<file path="src/design/lc3b_config.svh">
`ifndef LC3B_CONFIG_SVH
`define LC3B_CONFIG_SVH

// datapath word width in bits.
`define LC3B_WIDTH 16

// first fetch address after reset.
`define LC3B_RESET_PC 16'h0000

// number of general purpose registers.
`define LC3B_NUM_REGS 8

`endif
</file>
<file path="src/design/lc3b_types.sv">
`default_nettype none

`include "lc3b_config.svh"

package lc3b_types;

	typedef logic [`LC3B_WIDTH-1:0] lc3b_word;
	typedef logic [1:0] lc3b_mem_wmask;
	typedef logic [$clog2(`LC3B_NUM_REGS)-1:0] lc3b_reg;

	typedef enum logic [3:0] {
		op_br  = 4'b0000,
		op_add = 4'b0001,
		op_ldb = 4'b0010,
		op_stb = 4'b0011,
		op_and = 4'b0101,
		op_ldr = 4'b0110,
		op_str = 4'b0111,
		op_not = 4'b1001,
		op_lea = 4'b1110
	} lc3b_opcode;

	// ADD, AND and NOT. sr2 sits in the low three bits of sr2_imm5.
	typedef struct packed {
		lc3b_opcode opcode;
		lc3b_reg dr;
		lc3b_reg sr1;
		logic imm_flag;
		logic [4:0] sr2_imm5;
	} lc3b_instr_reg;

	// LDR, STR, LDB and STB. dr_sr is the destination on loads and the source on stores.
	typedef struct packed {
		lc3b_opcode opcode;
		lc3b_reg dr_sr;
		lc3b_reg base;
		logic [5:0] offset6;
	} lc3b_instr_off;

	// BR and LEA.
	typedef struct packed {
		lc3b_opcode opcode;
		logic [2:0] nzp;
		logic [8:0] offset9;
	} lc3b_instr_br;

	typedef union packed {
		lc3b_instr_reg r;
		lc3b_instr_off o;
		lc3b_instr_br b;
	} lc3b_instr;

	typedef enum logic [1:0] {alu_add, alu_and, alu_not, alu_pass} lc3b_aluop;

	typedef enum logic [1:0] {wb_alu, wb_mem_word, wb_mem_byte, wb_addr} lc3b_wbsel;

	typedef struct packed {
		lc3b_aluop aluop;
		logic imm_sel;
		logic addr_sel;      // high selects PC plus offset9.
		logic mem_read;
		logic mem_write;
		logic byte_access;
		logic reg_load;
		lc3b_wbsel wbsel;
		logic set_cc;
		logic is_branch;
	} lc3b_control;

endpackage : lc3b_types

`default_nettype wire

</file>
<file path="src/design/cpu_top.sv">
`timescale 1ns/1ps
`default_nettype none

module cpu_top import lc3b_types::*; (
	input logic clk,
	input logic rst,
	input lc3b_word mem_rdata,
	output lc3b_word mem_addr,
	output lc3b_word mem_wdata,
	output logic mem_read,
	output logic mem_write,
	output lc3b_mem_wmask mem_byte_enable
);

	logic fetch_req;
	logic fetch_grant;
	logic data_req;
	logic data_write;
	lc3b_word fetch_addr;
	lc3b_word data_addr;
	lc3b_word data_wdata;
	lc3b_mem_wmask data_byte_enable;

	cpu_datapath cpu_datapath_inst (
		.clk(clk),
		.rst(rst),
		.fetch_grant(fetch_grant),
		.mem_rdata(mem_rdata),
		.fetch_req(fetch_req),
		.fetch_addr(fetch_addr),
		.data_req(data_req),
		.data_write(data_write),
		.data_addr(data_addr),
		.data_wdata(data_wdata),
		.data_byte_enable(data_byte_enable)
	);

	mem_arbiter mem_arbiter_inst (
		.fetch_req(fetch_req),
		.data_req(data_req),
		.data_write(data_write),
		.fetch_addr(fetch_addr),
		.data_addr(data_addr),
		.data_wdata(data_wdata),
		.data_byte_enable(data_byte_enable),
		.fetch_grant(fetch_grant),
		.mem_read(mem_read),
		.mem_write(mem_write),
		.mem_addr(mem_addr),
		.mem_wdata(mem_wdata),
		.mem_byte_enable(mem_byte_enable)
	);

endmodule : cpu_top

`default_nettype wire

</file>
<file path="src/design/cpu_datapath.sv">
`timescale 1ns/1ps
`default_nettype none

module cpu_datapath import lc3b_types::*; (
	input logic clk,
	input logic rst,
	input logic fetch_grant,
	input lc3b_word mem_rdata,
	output logic fetch_req,
	output lc3b_word fetch_addr,
	output logic data_req,
	output logic data_write,
	output lc3b_word data_addr,
	output lc3b_word data_wdata,
	output lc3b_mem_wmask data_byte_enable
);

	lc3b_word pc;
	logic branch_taken;
	lc3b_word branch_target;

	logic ifid_valid;
	lc3b_instr ifid_instr;
	lc3b_word ifid_pc_next;

	lc3b_word id_sr1;
	lc3b_word id_sr2;
	lc3b_control id_control;

	logic idex_valid;
	lc3b_instr idex_instr;
	lc3b_word idex_pc_next;
	lc3b_word idex_sr1;
	lc3b_word idex_sr2;
	lc3b_control idex_control;

	lc3b_word ex_alu;
	lc3b_word ex_addr;

	logic exmem_valid;
	lc3b_instr exmem_instr;
	lc3b_word exmem_pc_next;
	lc3b_word exmem_alu;
	lc3b_word exmem_addr;
	lc3b_word exmem_store;
	lc3b_control exmem_control;

	logic mem_valid;
	lc3b_word mem_load_data;

	logic memwb_valid;
	lc3b_instr memwb_instr;
	lc3b_word memwb_pc_next;
	lc3b_word memwb_alu;
	lc3b_word memwb_addr;
	lc3b_word memwb_load;
	lc3b_control memwb_control;

	logic wb_load;
	lc3b_reg wb_dest;
	lc3b_word wb_data;

	assign fetch_addr = pc;
	assign mem_valid = exmem_valid & ~branch_taken; // a taken branch also kills the memory access.

	// ************************************************************************
	// stage registers
	// ************************************************************************

	always_ff @(posedge clk) begin
		if (rst) begin
			ifid_valid <= 1'b0;
			idex_valid <= 1'b0;
			exmem_valid <= 1'b0;
			memwb_valid <= 1'b0;
		end else begin
			ifid_valid <= fetch_grant & ~branch_taken; // no grant loads a bubble.
			idex_valid <= ifid_valid & ~branch_taken;
			exmem_valid <= idex_valid & ~branch_taken;
			memwb_valid <= mem_valid;
		end
	end

	always_ff @(posedge clk) begin
		ifid_instr <= mem_rdata;
		ifid_pc_next <= pc + 16'd2;

		idex_instr <= ifid_instr;
		idex_pc_next <= ifid_pc_next;
		idex_sr1 <= id_sr1;
		idex_sr2 <= id_sr2;
		idex_control <= id_control;

		exmem_instr <= idex_instr;
		exmem_pc_next <= idex_pc_next;
		exmem_alu <= ex_alu;
		exmem_addr <= ex_addr;
		exmem_store <= idex_sr2;
		exmem_control <= idex_control;

		memwb_instr <= exmem_instr;
		memwb_pc_next <= exmem_pc_next;
		memwb_alu <= exmem_alu;
		memwb_addr <= exmem_addr;
		memwb_load <= mem_load_data;
		memwb_control <= exmem_control;
	end

	// ************************************************************************
	// stages
	// ************************************************************************

	instruction_fetch instruction_fetch_inst (
		.clk(clk),
		.rst(rst),
		.fetch_grant(fetch_grant),
		.branch_taken(branch_taken),
		.branch_target(branch_target),
		.pc(pc),
		.fetch_req(fetch_req)
	);

	instruction_decode instruction_decode_inst (
		.clk(clk),
		.rst(rst),
		.instr(ifid_instr),
		.wb_load(wb_load),
		.wb_dest(wb_dest),
		.wb_data(wb_data),
		.sr1_data(id_sr1),
		.sr2_data(id_sr2),
		.control(id_control)
	);

	execution_module execution_module_inst (
		.instr(idex_instr),
		.pc_next(idex_pc_next),
		.sr1_data(idex_sr1),
		.sr2_data(idex_sr2),
		.control(idex_control),
		.alu_out(ex_alu),
		.addr_out(ex_addr)
	);

	memory_module memory_module_inst (
		.valid(mem_valid),
		.control(exmem_control),
		.addr(exmem_addr),
		.store_data(exmem_store),
		.mem_rdata(mem_rdata),
		.data_req(data_req),
		.data_write(data_write),
		.data_addr(data_addr),
		.data_wdata(data_wdata),
		.load_data(mem_load_data),
		.data_byte_enable(data_byte_enable)
	);

	writeback_module writeback_module_inst (
		.clk(clk),
		.rst(rst),
		.valid(memwb_valid),
		.instr(memwb_instr),
		.control(memwb_control),
		.pc_next(memwb_pc_next),
		.alu_out(memwb_alu),
		.addr_out(memwb_addr),
		.load_data(memwb_load),
		.reg_load(wb_load),
		.branch_taken(branch_taken),
		.reg_dest(wb_dest),
		.reg_data(wb_data),
		.branch_target(branch_target)
	);

endmodule : cpu_datapath

`default_nettype wire

</file>
<file path="src/design/writeback_module.sv">
`timescale 1ns/1ps
`default_nettype none

module writeback_module import lc3b_types::*; (
	input logic clk,
	input logic rst,
	input logic valid,
	input lc3b_instr instr,
	input lc3b_control control,
	input lc3b_word pc_next,
	input lc3b_word alu_out,
	input lc3b_word addr_out,
	input lc3b_word load_data,
	output logic reg_load,
	output logic branch_taken,
	output lc3b_reg reg_dest,
	output lc3b_word reg_data,
	output lc3b_word branch_target
);

	logic [2:0] cc; // n, z, p.

	always_comb begin
		case (control.wbsel)
			wb_mem_word, wb_mem_byte: reg_data = load_data;
			wb_addr: reg_data = addr_out;
			default: reg_data = alu_out;
		endcase
	end

	assign reg_load = valid & control.reg_load;
	assign reg_dest = instr.r.dr;

	always_ff @(posedge clk) begin
		if (rst) begin
			cc <= 3'b010;
		end else if (valid && control.set_cc) begin
			cc <= {reg_data[15], reg_data == '0, !reg_data[15] && reg_data != '0};
		end
	end

	assign branch_target = pc_next + {{6{instr.b.offset9[8]}}, instr.b.offset9, 1'b0};
	assign branch_taken = valid & control.is_branch & |(instr.b.nzp & cc);

endmodule : writeback_module

`default_nettype wire

</file>
<file path="src/design/memory_module.sv">
`timescale 1ns/1ps
`default_nettype none

module memory_module import lc3b_types::*; (
	input logic valid,
	input lc3b_control control,
	input lc3b_word addr,
	input lc3b_word store_data,
	input lc3b_word mem_rdata,
	output logic data_req,
	output logic data_write,
	output lc3b_word data_addr,
	output lc3b_word data_wdata,
	output lc3b_word load_data,
	output lc3b_mem_wmask data_byte_enable
);

	assign data_req = valid & (control.mem_read | control.mem_write);
	assign data_write = valid & control.mem_write;
	assign data_addr = addr;

	// a byte store is copied onto both lanes and the enable picks one.
	assign data_wdata = control.byte_access ? {store_data[7:0], store_data[7:0]} : store_data;
	assign data_byte_enable = !control.byte_access ? 2'b11 : addr[0] ? 2'b10 : 2'b01;

	assign load_data = !control.byte_access ? mem_rdata :
		addr[0] ? {8'h00, mem_rdata[15:8]} : {8'h00, mem_rdata[7:0]};

endmodule : memory_module

`default_nettype wire

</file>
<file path="src/design/execution_module.sv">
`timescale 1ns/1ps
`default_nettype none

module execution_module import lc3b_types::*; (
	input lc3b_instr instr,
	input lc3b_word pc_next,
	input lc3b_word sr1_data,
	input lc3b_word sr2_data,
	input lc3b_control control,
	output lc3b_word alu_out,
	output lc3b_word addr_out
);

	lc3b_word imm5_sext;
	lc3b_word offset6_sext;
	lc3b_word offset9_sext;
	lc3b_word operand_b;

	assign imm5_sext = {{11{instr.r.sr2_imm5[4]}}, instr.r.sr2_imm5};
	assign offset6_sext = {{10{instr.o.offset6[5]}}, instr.o.offset6};
	assign offset9_sext = {{7{instr.b.offset9[8]}}, instr.b.offset9};
	assign operand_b = control.imm_sel ? imm5_sext : sr2_data;

	always_comb begin
		case (control.aluop)
			alu_add: alu_out = sr1_data + operand_b;
			alu_and: alu_out = sr1_data & operand_b;
			alu_not: alu_out = ~sr1_data;
			default: alu_out = sr1_data;
		endcase
	end

	// byte accesses use the offset unscaled.
	assign addr_out = control.addr_sel ? pc_next + (offset9_sext << 1) :
		control.byte_access ? sr1_data + offset6_sext : sr1_data + (offset6_sext << 1);

endmodule : execution_module

`default_nettype wire

</file>
<file path="src/design/instruction_decode.sv">
`timescale 1ns/1ps
`default_nettype none

`include "lc3b_config.svh"

module instruction_decode import lc3b_types::*; (
	input logic clk,
	input logic rst,
	input lc3b_instr instr,
	input logic wb_load,
	input lc3b_reg wb_dest,
	input lc3b_word wb_data,
	output lc3b_word sr1_data,
	output lc3b_word sr2_data,
	output lc3b_control control
);

	lc3b_word regs [`LC3B_NUM_REGS];
	lc3b_reg sr1_idx;
	lc3b_reg sr2_idx;

	// ************************************************************************
	// control word
	// ************************************************************************

	always_comb begin
		control.aluop = alu_pass;
		control.imm_sel = 1'b0;
		control.addr_sel = 1'b0;
		control.mem_read = 1'b0;
		control.mem_write = 1'b0;
		control.byte_access = 1'b0;
		control.reg_load = 1'b0;
		control.wbsel = wb_alu;
		control.set_cc = 1'b0;
		control.is_branch = 1'b0;
		case (instr.r.opcode)
			op_add, op_and: begin
				control.aluop = (instr.r.opcode == op_add) ? alu_add : alu_and;
				control.imm_sel = instr.r.imm_flag;
				control.reg_load = 1'b1;
				control.set_cc = 1'b1;
			end
			op_not: begin
				control.aluop = alu_not;
				control.reg_load = 1'b1;
				control.set_cc = 1'b1;
			end
			op_lea: begin
				control.addr_sel = 1'b1;
				control.reg_load = 1'b1;
				control.wbsel = wb_addr; // LC-3b LEA leaves the flags alone.
			end
			op_br: begin
				control.is_branch = 1'b1;
			end
			op_ldr, op_ldb: begin
				control.mem_read = 1'b1;
				control.byte_access = (instr.o.opcode == op_ldb);
				control.reg_load = 1'b1;
				control.wbsel = (instr.o.opcode == op_ldb) ? wb_mem_byte : wb_mem_word;
				control.set_cc = 1'b1;
			end
			op_str, op_stb: begin
				control.mem_write = 1'b1;
				control.byte_access = (instr.o.opcode == op_stb);
			end
			default: begin
			end
		endcase
	end

	// ************************************************************************
	// register file
	// ************************************************************************

	assign sr1_idx = instr.r.sr1;
	assign sr2_idx = control.mem_write ? instr.o.dr_sr : instr.r.sr2_imm5[2:0];

	always_ff @(posedge clk) begin
		if (rst) begin
			for (int i = 0; i < `LC3B_NUM_REGS; i++) begin
				regs[i] <= '0;
			end
		end else if (wb_load) begin
			regs[wb_dest] <= wb_data;
		end
	end

	// the write in flight is visible to this cycle's read.
	assign sr1_data = (wb_load && wb_dest == sr1_idx) ? wb_data : regs[sr1_idx];
	assign sr2_data = (wb_load && wb_dest == sr2_idx) ? wb_data : regs[sr2_idx];

endmodule : instruction_decode

`default_nettype wire

</file>
<file path="src/design/instruction_fetch.sv">
`timescale 1ns/1ps
`default_nettype none

`include "lc3b_config.svh"

module instruction_fetch import lc3b_types::*; (
	input logic clk,
	input logic rst,
	input logic fetch_grant,
	input logic branch_taken,
	input lc3b_word branch_target,
	output lc3b_word pc,
	output logic fetch_req
);

	always_ff @(posedge clk) begin
		if (rst) begin
			pc <= `LC3B_RESET_PC;
			fetch_req <= 1'b0;
		end else begin
			fetch_req <= 1'b1; // fetch asks every cycle once out of reset.
			if (branch_taken) begin
				pc <= branch_target; // redirect wins over a granted fetch.
			end else if (fetch_grant) begin
				pc <= pc + 16'd2;
			end
		end
	end

endmodule : instruction_fetch

`default_nettype wire

</file>
<file path="src/design/mem_arbiter.sv">
`timescale 1ns/1ps
`default_nettype none

module mem_arbiter import lc3b_types::*; (
	input logic fetch_req,
	input logic data_req,
	input logic data_write,
	input lc3b_word fetch_addr,
	input lc3b_word data_addr,
	input lc3b_word data_wdata,
	input lc3b_mem_wmask data_byte_enable,
	output logic fetch_grant,
	output logic mem_read,
	output logic mem_write,
	output lc3b_word mem_addr,
	output lc3b_word mem_wdata,
	output lc3b_mem_wmask mem_byte_enable
);

	assign fetch_grant = fetch_req & ~data_req; // the data side always wins.
	assign mem_read = data_req ? ~data_write : fetch_req;
	assign mem_write = data_req & data_write;
	assign mem_addr = data_req ? data_addr : fetch_addr;
	assign mem_wdata = data_wdata;
	assign mem_byte_enable = data_req ? data_byte_enable : 2'b11; // instruction reads are full words.

endmodule : mem_arbiter

`default_nettype wire

</file>
<file path="config.mk">
export PLATFORM = sky130hd
export DESIGN_NAME = cpu_top
export DESIGN_NICKNAME = d
export VERILOG_FILES = /design/src/design/lc3b_types.sv /design/src/design/cpu_top.sv /design/src/design/cpu_datapath.sv /design/src/design/writeback_module.sv /design/src/design/memory_module.sv /design/src/design/execution_module.sv /design/src/design/instruction_decode.sv /design/src/design/instruction_fetch.sv /design/src/design/mem_arbiter.sv
export VERILOG_INCLUDE_DIRS = /design/src /design/src/design
export SDC_FILE = /design/constraint.sdc
export NUM_CORES = 1
export LEC_CHECK = 0
export CORE_MARGIN = 8
export CORE_UTILIZATION = 63
export CTS_CLUSTER_SIZE = 20
export DETAILED_ROUTE_END_ITERATION = 10
export DONT_BUFFER_PORTS = 1
export PLACE_DENSITY = 0.79
export SYNTH_ARGS = -nofsm -noshare
export SYNTH_HDL_FRONTEND = slang
export SYNTH_SLANG_ARGS = --single-unit
</file>
<file path="constraint.sdc">
create_clock -name clk -period 2.95 [get_ports clk]
set_input_delay 0.295 -clock clk [delete_from_list [all_inputs] [get_ports clk]]
set_output_delay 0.295 -clock clk [all_outputs]
set_load 0.1 [all_outputs]
</file>
==> metrics.md, run 1 <==
| Metric | Value |
|---|---|
| Status | `finished clean` |
| Max reg flops | `approximately 130` |
| Required time of the critical path | `approximately 2700 ps` |
| Clk_lat worst skew | `530 ps` |
| Root Driver | `clkbuf_16` |
| Setup TNS | `0 ps` |
| Least-Margin Pin Slew | `between 900 and 1000 ps` |
| Pwr dens | `between 600 and 700 nW/um^2` |
| Final setup violation count | `0` |
| NumNets Final | `1887` |
| Reg2reg start | `cpu_datapath_inst.idex_control[9]$_SDFF_PN0_` |
| Hold_sp | `rst` |
| PortBufs | `0` |
| Worst-path clk slew | `~60 ps` |
| DRT iter0 DRCs | `between 1500 and 2000` |
| WHS Endpoint | `cpu_datapath_inst.instruction_fetch_inst.pc[9]$_SDFFE_PP0P_` |
| Global-route wire length before repair | `around 75000 um` |
| Initial Utilization | `63.65%` |
| Fin. max-slew vios | `0` |
| Critical Path End Type | `output port` |
| FF-to-FF path depth | `10` |
| Global Route Usage Sum | `28.24%` |
| Gate Count Post-Synth | `~1800` |
| Worst r2r dst | `cpu_datapath_inst.exmem_alu[8]$_DFF_P_` |
| Leak pwr | `approximately 8.4 nW` |
| Clock sinks | `around 420` |
| Clock skew | `13.81 ps` |
| Gpl congestion | `~0.94` |
| Synth Flop Type | `dfxtp_1` |
| Synth top area cells | `dfxtp_1, edfxtp_1, ha_1` |
| CTS tree | `built` |
| Final period util | `between 90% and 100%` |
| Worst Setup Start Kind | `register` |
| Synth async-reset ratio | `0%` |
| Pin count of the biggest net entering global routing | `49` |
| Most frequent cells in the layout | `dfxtp_1, nor2_1, nand2_1` |
| Post-synth EDFFs | `approximately 130` |
| CTS buffer count | `42` |
| Max FO, Critical Path | `19` |
| Io pins | `54` |
| Width of the die | `~190 um` |
| Top-area cell type share of the netlist area | `32.19%` |
| WL per Instance | `roughly 22 um` |
| H-tree depth | `2` |
| DP HPWL | `33450 um` |
| Die ar. | `around 35000 um^2` |
| Initial antenna violation count | `0` |
| Crit path time final | `between 2000 and 3000 ps` |
| Synth-to-Final Area Change | `14.10%` |
| Sequential element share of the synthesized area | `roughly 53%` |
| Peak Freq | `360.6 MHz` |
| Crit path kind | `reg2out` |
| Average size of a mapped cell | `about 10 um^2` |
| CTS max path bufs | `3` |
| Syn nets | `around 1800` |
| Synthesis Warnings | `0` |
| Worst R2R Setup Slack | `around 200 ps` |
| DRC | `0` |
| Maximum vdd drop | `about 0.46 mV` |
| Worst hold slack | `a little over 80 ps` |
| Via density per instance | `between 6 and 7` |
| Crit path DAT | `roughly 2500 ps` |
| Synthesized area | `between 15000 and 20000 um^2` |
| DR vias | `13590` |
| Initial DRT Pass Iterations | `6` |
| Post-synth top area cell | `dfxtp_1` |
| Share of layout cells above drive strength 1 | `13.46%` |
| Die Y | `roughly 190 um` |
| RSZ-0062 raised after global routing | `false` |
| Drt total wl | `approximately 49000 um` |
| # Max-Cap Violations | `0` |
| Grt ovf | `0` |
| FP Rows | `62` |
| ANT cells | `0` |
| Most common cell after layout, fill and taps aside | `dfxtp_1` |
| #FFs+latches synth | `~420` |
| Final Hold Fails | `0` |
| Slew headroom | `38.91%` |
| Core area | `roughly 29000 um^2` |
| Vias in the first global route | `~13000` |
| Hold crit path type | `in2reg` |
| Final ANT Viol Nets | `0` |
| Reg with most FFs | `cpu_datapath_inst.instruction_decode_inst.regs` |
| Hold Crit Depth | `2` |
| Synth cell types | `60` |
-- through the flow --
| step | setup WS [ps] | instance area [um^2] | instances | total power [mW] | utilization, % |
|---|---|---|---|---|---|
| after floorplan | 206.2 | 18220 | 1750 | 8.144 | - |
| after global placement | 213.0 | 19220 | 2119 | 8.717 | 67.14 |
| after detailed placement | 151.3 | 19220 | 2119 | 8.764 | 67.14 |
| after CTS | 129.8 | 20780 | 2211 | 14.05 | 72.58 |
| after global routing | 23.50 | 20790 | 2212 | 14.54 | 72.63 |
| final | 177.0 | 20790 | 2212 | 14.06 | 72.63 |
-- routing by layer --
metal / share of wire (%) / global-route usage (%) / up-vias
met3: 8.6 / 4.255 / 152
met2: 51 / 49.85 / 701
li1: - / - / 6271
met5: 0 / 0 / -
met1: 37 / 33.84 / 6465
met4: 4.2 / 12.26 / 0
-- worst max-delay path, cell delays in order, from the launching register on --
cell	delay [ps]
dfxtp_1	360
a222oi_1	540
nand2b_1	210
nand2_1	70
buf_4	220
mux2_2	350
buf_12	180
-- Yosys cell counts (11+ instances only) --
| cell type | number |
|---|---|
| dfxtp_1 | 293 |
| nor2_1 | 207 |
| nand2_1 | 204 |
| edfxtp_1 | 128 |
| a21oi_1 | 106 |
| clkbuf_1 | 74 |
| ha_1 | 67 |
| o21ai_0 | 51 |
| nand3_1 | 47 |
| a211oi_1 | 46 |
| xnor2_1 | 46 |
| xor2_1 | 45 |
| inv_1 | 43 |
| mux2_2 | 38 |
| nor2b_1 | 38 |
| and3_1 | 35 |
| a311oi_1 | 34 |
| mux4_2 | 32 |
| a21o_1 | 23 |
| buf_2 | 20 |
| a22oi_1 | 17 |
| nor3_1 | 13 |
| nand2b_1 | 11 |
-- worst max-delay path by stage --
stage	start	end	slack [ps]	cells past startpoint
after CTS	cpu_datapath_inst.idex_control[9]$_SDFF_PN0_	cpu_datapath_inst.exmem_alu[15]$_DFF_P_	130	10
after global routing	cpu_datapath_inst.idex_control[9]$_SDFF_PN0_	cpu_datapath_inst.exmem_alu[15]$_DFF_P_	20	11
after floorplan	cpu_datapath_inst.idex_control[9]$_SDFF_PN0_	cpu_datapath_inst.exmem_alu[8]$_DFF_P_	210	11
after detailed placement	cpu_datapath_inst.idex_control[9]$_SDFF_PN0_	cpu_datapath_inst.exmem_alu[15]$_DFF_P_	150	10
after global placement	cpu_datapath_inst.idex_control[9]$_SDFF_PN0_	cpu_datapath_inst.exmem_alu[8]$_DFF_P_	210	10
final	cpu_datapath_inst.memwb_instr[9]$_DFF_P_	mem_addr[5]	180	6
-- kinds of logic (layout without fill, tap and decap cells) --
group                    count (synthesis)  in the layout  synth area share (%)
buffers and inverters                  153            231                 3.502
flip-flops                             421            421                 53.29
adder cells (fa/ha/maj)                 72             72                 5.150
AO/OA/AOI/OAI                          340            340                 12.20
multiplexers                            80             80                 6.943
AND/OR/NAND/NOR                        593            593                 14.54
XOR/XNOR                                91             91                 4.374
-- where the power goes --
part / internal [mW] / switching, mW
logic: 0.745 / 1.29
registers: 6.39 / 0.329
clock network: 3.14 / 2.17
total: 10.3 / 3.79
-- area by class of cell --
class / instances / area, um^2
flip-flops and latches: 421 / 9711
repair buffers: 113 / 1141
clock inverters: 14 / 130.1
multi-input cells: 1176 / 7909
well taps: 384 / 480.5
fillers: 1870 / 7835
inverters: 43 / 161.4
clock buffers: 61 / 1257
-- repair_timing --
item	CTS	global route
hold endpoints to repair	50	0
gates resized for setup	0	3
endpoints found under the setup margin	0	3
setup buffers	0	1
hold buffers	17	0
Note: power is estimated with default switching activity, not from simulation.
==> run 2, diff against run 1 <==
--- a/config.mk
+++ b/config.mk
@@ -7,11 +7,10 @@
 export NUM_CORES = 1
 export LEC_CHECK = 0
 export CORE_MARGIN = 8
-export CORE_UTILIZATION = 63
+export CORE_UTILIZATION = 42
 export CTS_CLUSTER_SIZE = 20
 export DETAILED_ROUTE_END_ITERATION = 10
 export DONT_BUFFER_PORTS = 1
-export PLACE_DENSITY = 0.79
 export SYNTH_ARGS = -nofsm -noshare
 export SYNTH_HDL_FRONTEND = slang
 export SYNTH_SLANG_ARGS = --single-unit
==> run 2 against run 1 <==
Compared with the run above: global-route usage is 7.9 points lower; sequential share of layout area down 1.0 points; die area rose by 45%; combinational power is 2% higher; first-iteration DRC count down 38%; largest cell class unchanged; largest power group unchanged; highest routed layer unchanged.
==> metrics.md, run 2 (synthesis results as in run 1) <==
| Metric | Value |
|---|---|
| Initial antenna violation count | `1 (+1)` |
| Global Route Usage Sum | `20.36% (-7.9 points)` |
| Dpl cell area | `19570 um^2 (+1.8%)` |
| CTS tree | `built` |
| Drt total wl | `51640 um (+5.7%)` |
| Final setup violation count | `0 (unchanged)` |
| Pwr dens | `679.3 nW/um^2 (+0.44%)` |
| Fin. max-slew vios | `0 (unchanged)` |
| Die Y | `224.3 um (+21%)` |
| Final period util | `94.71% (+0.71 points)` |
| Most common cell after layout, fill and taps aside | `dfxtp_1` |
| DRT iter0 DRCs | `934 (-38%)` |
| Via density per instance | `5.455 (-11%)` |
| Post-route cell area | `21250 um^2 (+2.2%)` |
| Hold crit path type | `in2reg` |
| Vias in the first global route | `13310 (-1.3%)` |
| Worst Setup Start Kind | `register` |
| Io pins | `54 (unchanged)` |
| Max FO, Critical Path | `16 (-3)` |
| Crit path time final | `2794 ps (+21.00 ps)` |
| DP HPWL | `36490 um (+9.1%)` |
| Max incr delay on CP | `380 ps (-160 ps)` |
| Least-Margin Pin Slew | `1018 ps (+104.6 ps)` |
| Crit-path cells | `buf_4 -> mux2_2 -> ha_1 -> o21ai_0 -> o21ai_1 -> nand2_1 -> o211ai_1 -> a21oi_1 -> o31ai_1 -> a21boi_0` |
| Clock skew | `29.33 ps (+15.52 ps)` |
| Gpl congestion | `0.8972 (-4.8%)` |
| Synth-to-Final Area Change | `16.61%` |
| Max reg flops | `128 (unchanged)` |
| Slew headroom | `31.91% (-7.0 points)` |
| # fillers | `3888 (+110%)` |
| Initial DRT Pass Iterations | `5 (-1)` |
| Clk_lat worst skew | `580 ps (+50 ps)` |
| Most frequent cells in the layout | `dfxtp_1, nor2_1, nand2_1` |
| CTS buffer count | `44 (+4.8%)` |
| PortBufs | `0 (unchanged)` |
| FP Rows | `76 (+23%)` |
| WL per Instance | `21.27 um (-3.7%)` |
| Maximum vdd drop | `0.4864 mV (+5.7%)` |
| Leak pwr | `8.538 nW (+1.2%)` |
| H-tree depth | `2 (unchanged)` |
| Crit path DAT | `3300 ps (+820 ps)` |
| # Max-Cap Violations | `0 (unchanged)` |
| Status | `finished clean` |
| Worst-path clk slew | `60 ps (about the same)` |
| CTS max path bufs | `3 (unchanged)` |
| CP max stage cell | `ha_1` |
| Core area | `42980 um^2 (+50%)` |
| Clock sinks | `421 (unchanged)` |
| Root Driver | `clkbuf_16` |
| Width of the die | `224.3 um (+21%)` |
| Delay-heaviest family, CP | `compound AO/OA/AOI/OAI gates` |
| DR vias | `13250 (-2.5%)` |
| RSZ-0062 raised after global routing | `true` |
| Final ANT Viol Nets | `0 (unchanged)` |
| Setup ws final | `156.0 ps (-21.00 ps)` |
| Dpl ws | `140.9 ps (-10.38 ps)` |
| Grt ovf | `0 (unchanged)` |
| Die ar. | `50300 um^2 (+45%)` |
| Crit path kind | `reg2reg` |
| Global-route wire length before repair | `78720 um (+4.6%)` |
| Peak Freq | `357.9 MHz (-0.75%)` |
| Pin count of the biggest net entering global routing | `43 (-12%)` |
| Final Hold Fails | `0 (unchanged)` |
| NumNets Final | `1898 (+0.58%)` |
| Initial Utilization | `42.39% (-21 points)` |
| Critical Path End Type | `register` |
| Share of layout cells above drive strength 1 | `14.44% (+0.98 points)` |
| DRC | `0 (unchanged)` |
| CP Buf/Inv Count | `1 (-1)` |
| Reg with most FFs | `cpu_datapath_inst.instruction_decode_inst.regs` |
| Required time of the critical path | `3450 ps (+800 ps)` |
## run 2: cell types whose count changed in the layout (fill, tap and decap cells not counted), moves of 2 or more
cell       delta
inv_4         +2
clkbuf_16     +2
inv_6         +2
buf_12        +2
clkinv_2      -2
buf_4         +7
clkinv_1      -2
clkinv_4      +2
## run 2: metal layers
| layer | GRT usage, % | routed length, um | vias to the layer above |
|---|---|---|---|
| met3 | 3.035 | 2919 | 102 |
| met5 | 0 | 0 | - |
| met2 | 35.78 | 25850 | 408 |
| met1 | 24.89 | 21010 | 6429 |
| li1 | - | - | 6306 |
| met4 | 8.187 | 1861 | 0 |
## run 2: stage by stage
stage / TNS [ps] / instances / power, mW / hold WS, ps / utilization [%]
3_3_place_gp: 0 / 2329 / 8.810 / 310.2 / 45.52
5_1_grt: -17.96 / 2428 / 14.96 / 28.30 / 49.43
3_5_place_dp: 0 / 2329 / 8.831 / 312.1 / 45.52
4_1_cts: 0 / 2427 / 14.53 / 18.04 / 49.39
2_1_floorplan: 0 / 1750 / 8.144 / 309.6 / -
6_report: 0 / 2428 / 14.43 / 47.26 / 49.43
## run 2: path summary, 6_finish.rpt
| path | start | slack, ps | cells after the start | end |
|---|---|---|---|---|
| min | rst | 50 | 2 | cpu_datapath_inst.instruction_fetch_inst.pc[9]$_SDFFE_PP0P_ |
| max | cpu_datapath_inst.idex_control[9]$_SDFF_PN0_ | 160 | 10 | cpu_datapath_inst.exmem_alu[13]$_DFF_P_ |
| min reg2reg | cpu_datapath_inst.exmem_alu[3]$_DFF_P_ | 310 | 0 | cpu_datapath_inst.memwb_alu[3]$_DFF_P_ |
| max reg2reg | cpu_datapath_inst.idex_control[9]$_SDFF_PN0_ | 160 | 10 | cpu_datapath_inst.exmem_alu[13]$_DFF_P_ |
## run 2: power by group
part / switching (mW) / internal [mW]
Clock: 2.37 / 3.29
Sequential: 0.301 / 6.39
Combinational: 1.32 / 0.757
## run 2: worst register-to-register path, cell delays in order (launching register included)
cell and delay [ps]:
dfxtp_1 340, buf_4 210, mux2_2 350, ha_1 380
o21ai_0 150, o21ai_1 250, nand2_1 140, o211ai_1 340
a21oi_1 120, o31ai_1 240, a21boi_0 200
## run 2: cell type report
type	count	area, um^2	area share (%)
diodes	1	2.502	0.01178
clock buffers	62	1304	6.136
clock inverters	18	183.9	0.8657
inverters	43	161.4	0.7597
multi-input cells	1176	7919	37.27
flip-flops and latches	421	9711	45.70
well taps	585	732.0	3.445
repair buffers	122	1234	5.806
## run 2: repair_timing
item	in CTS	in global routing
endpoints found under the hold margin	51	0
pin swaps	1	0
setup buffers	1	0
setup endpoints to repair	5	4
hold buffers	17	0
gates resized for setup	0	5
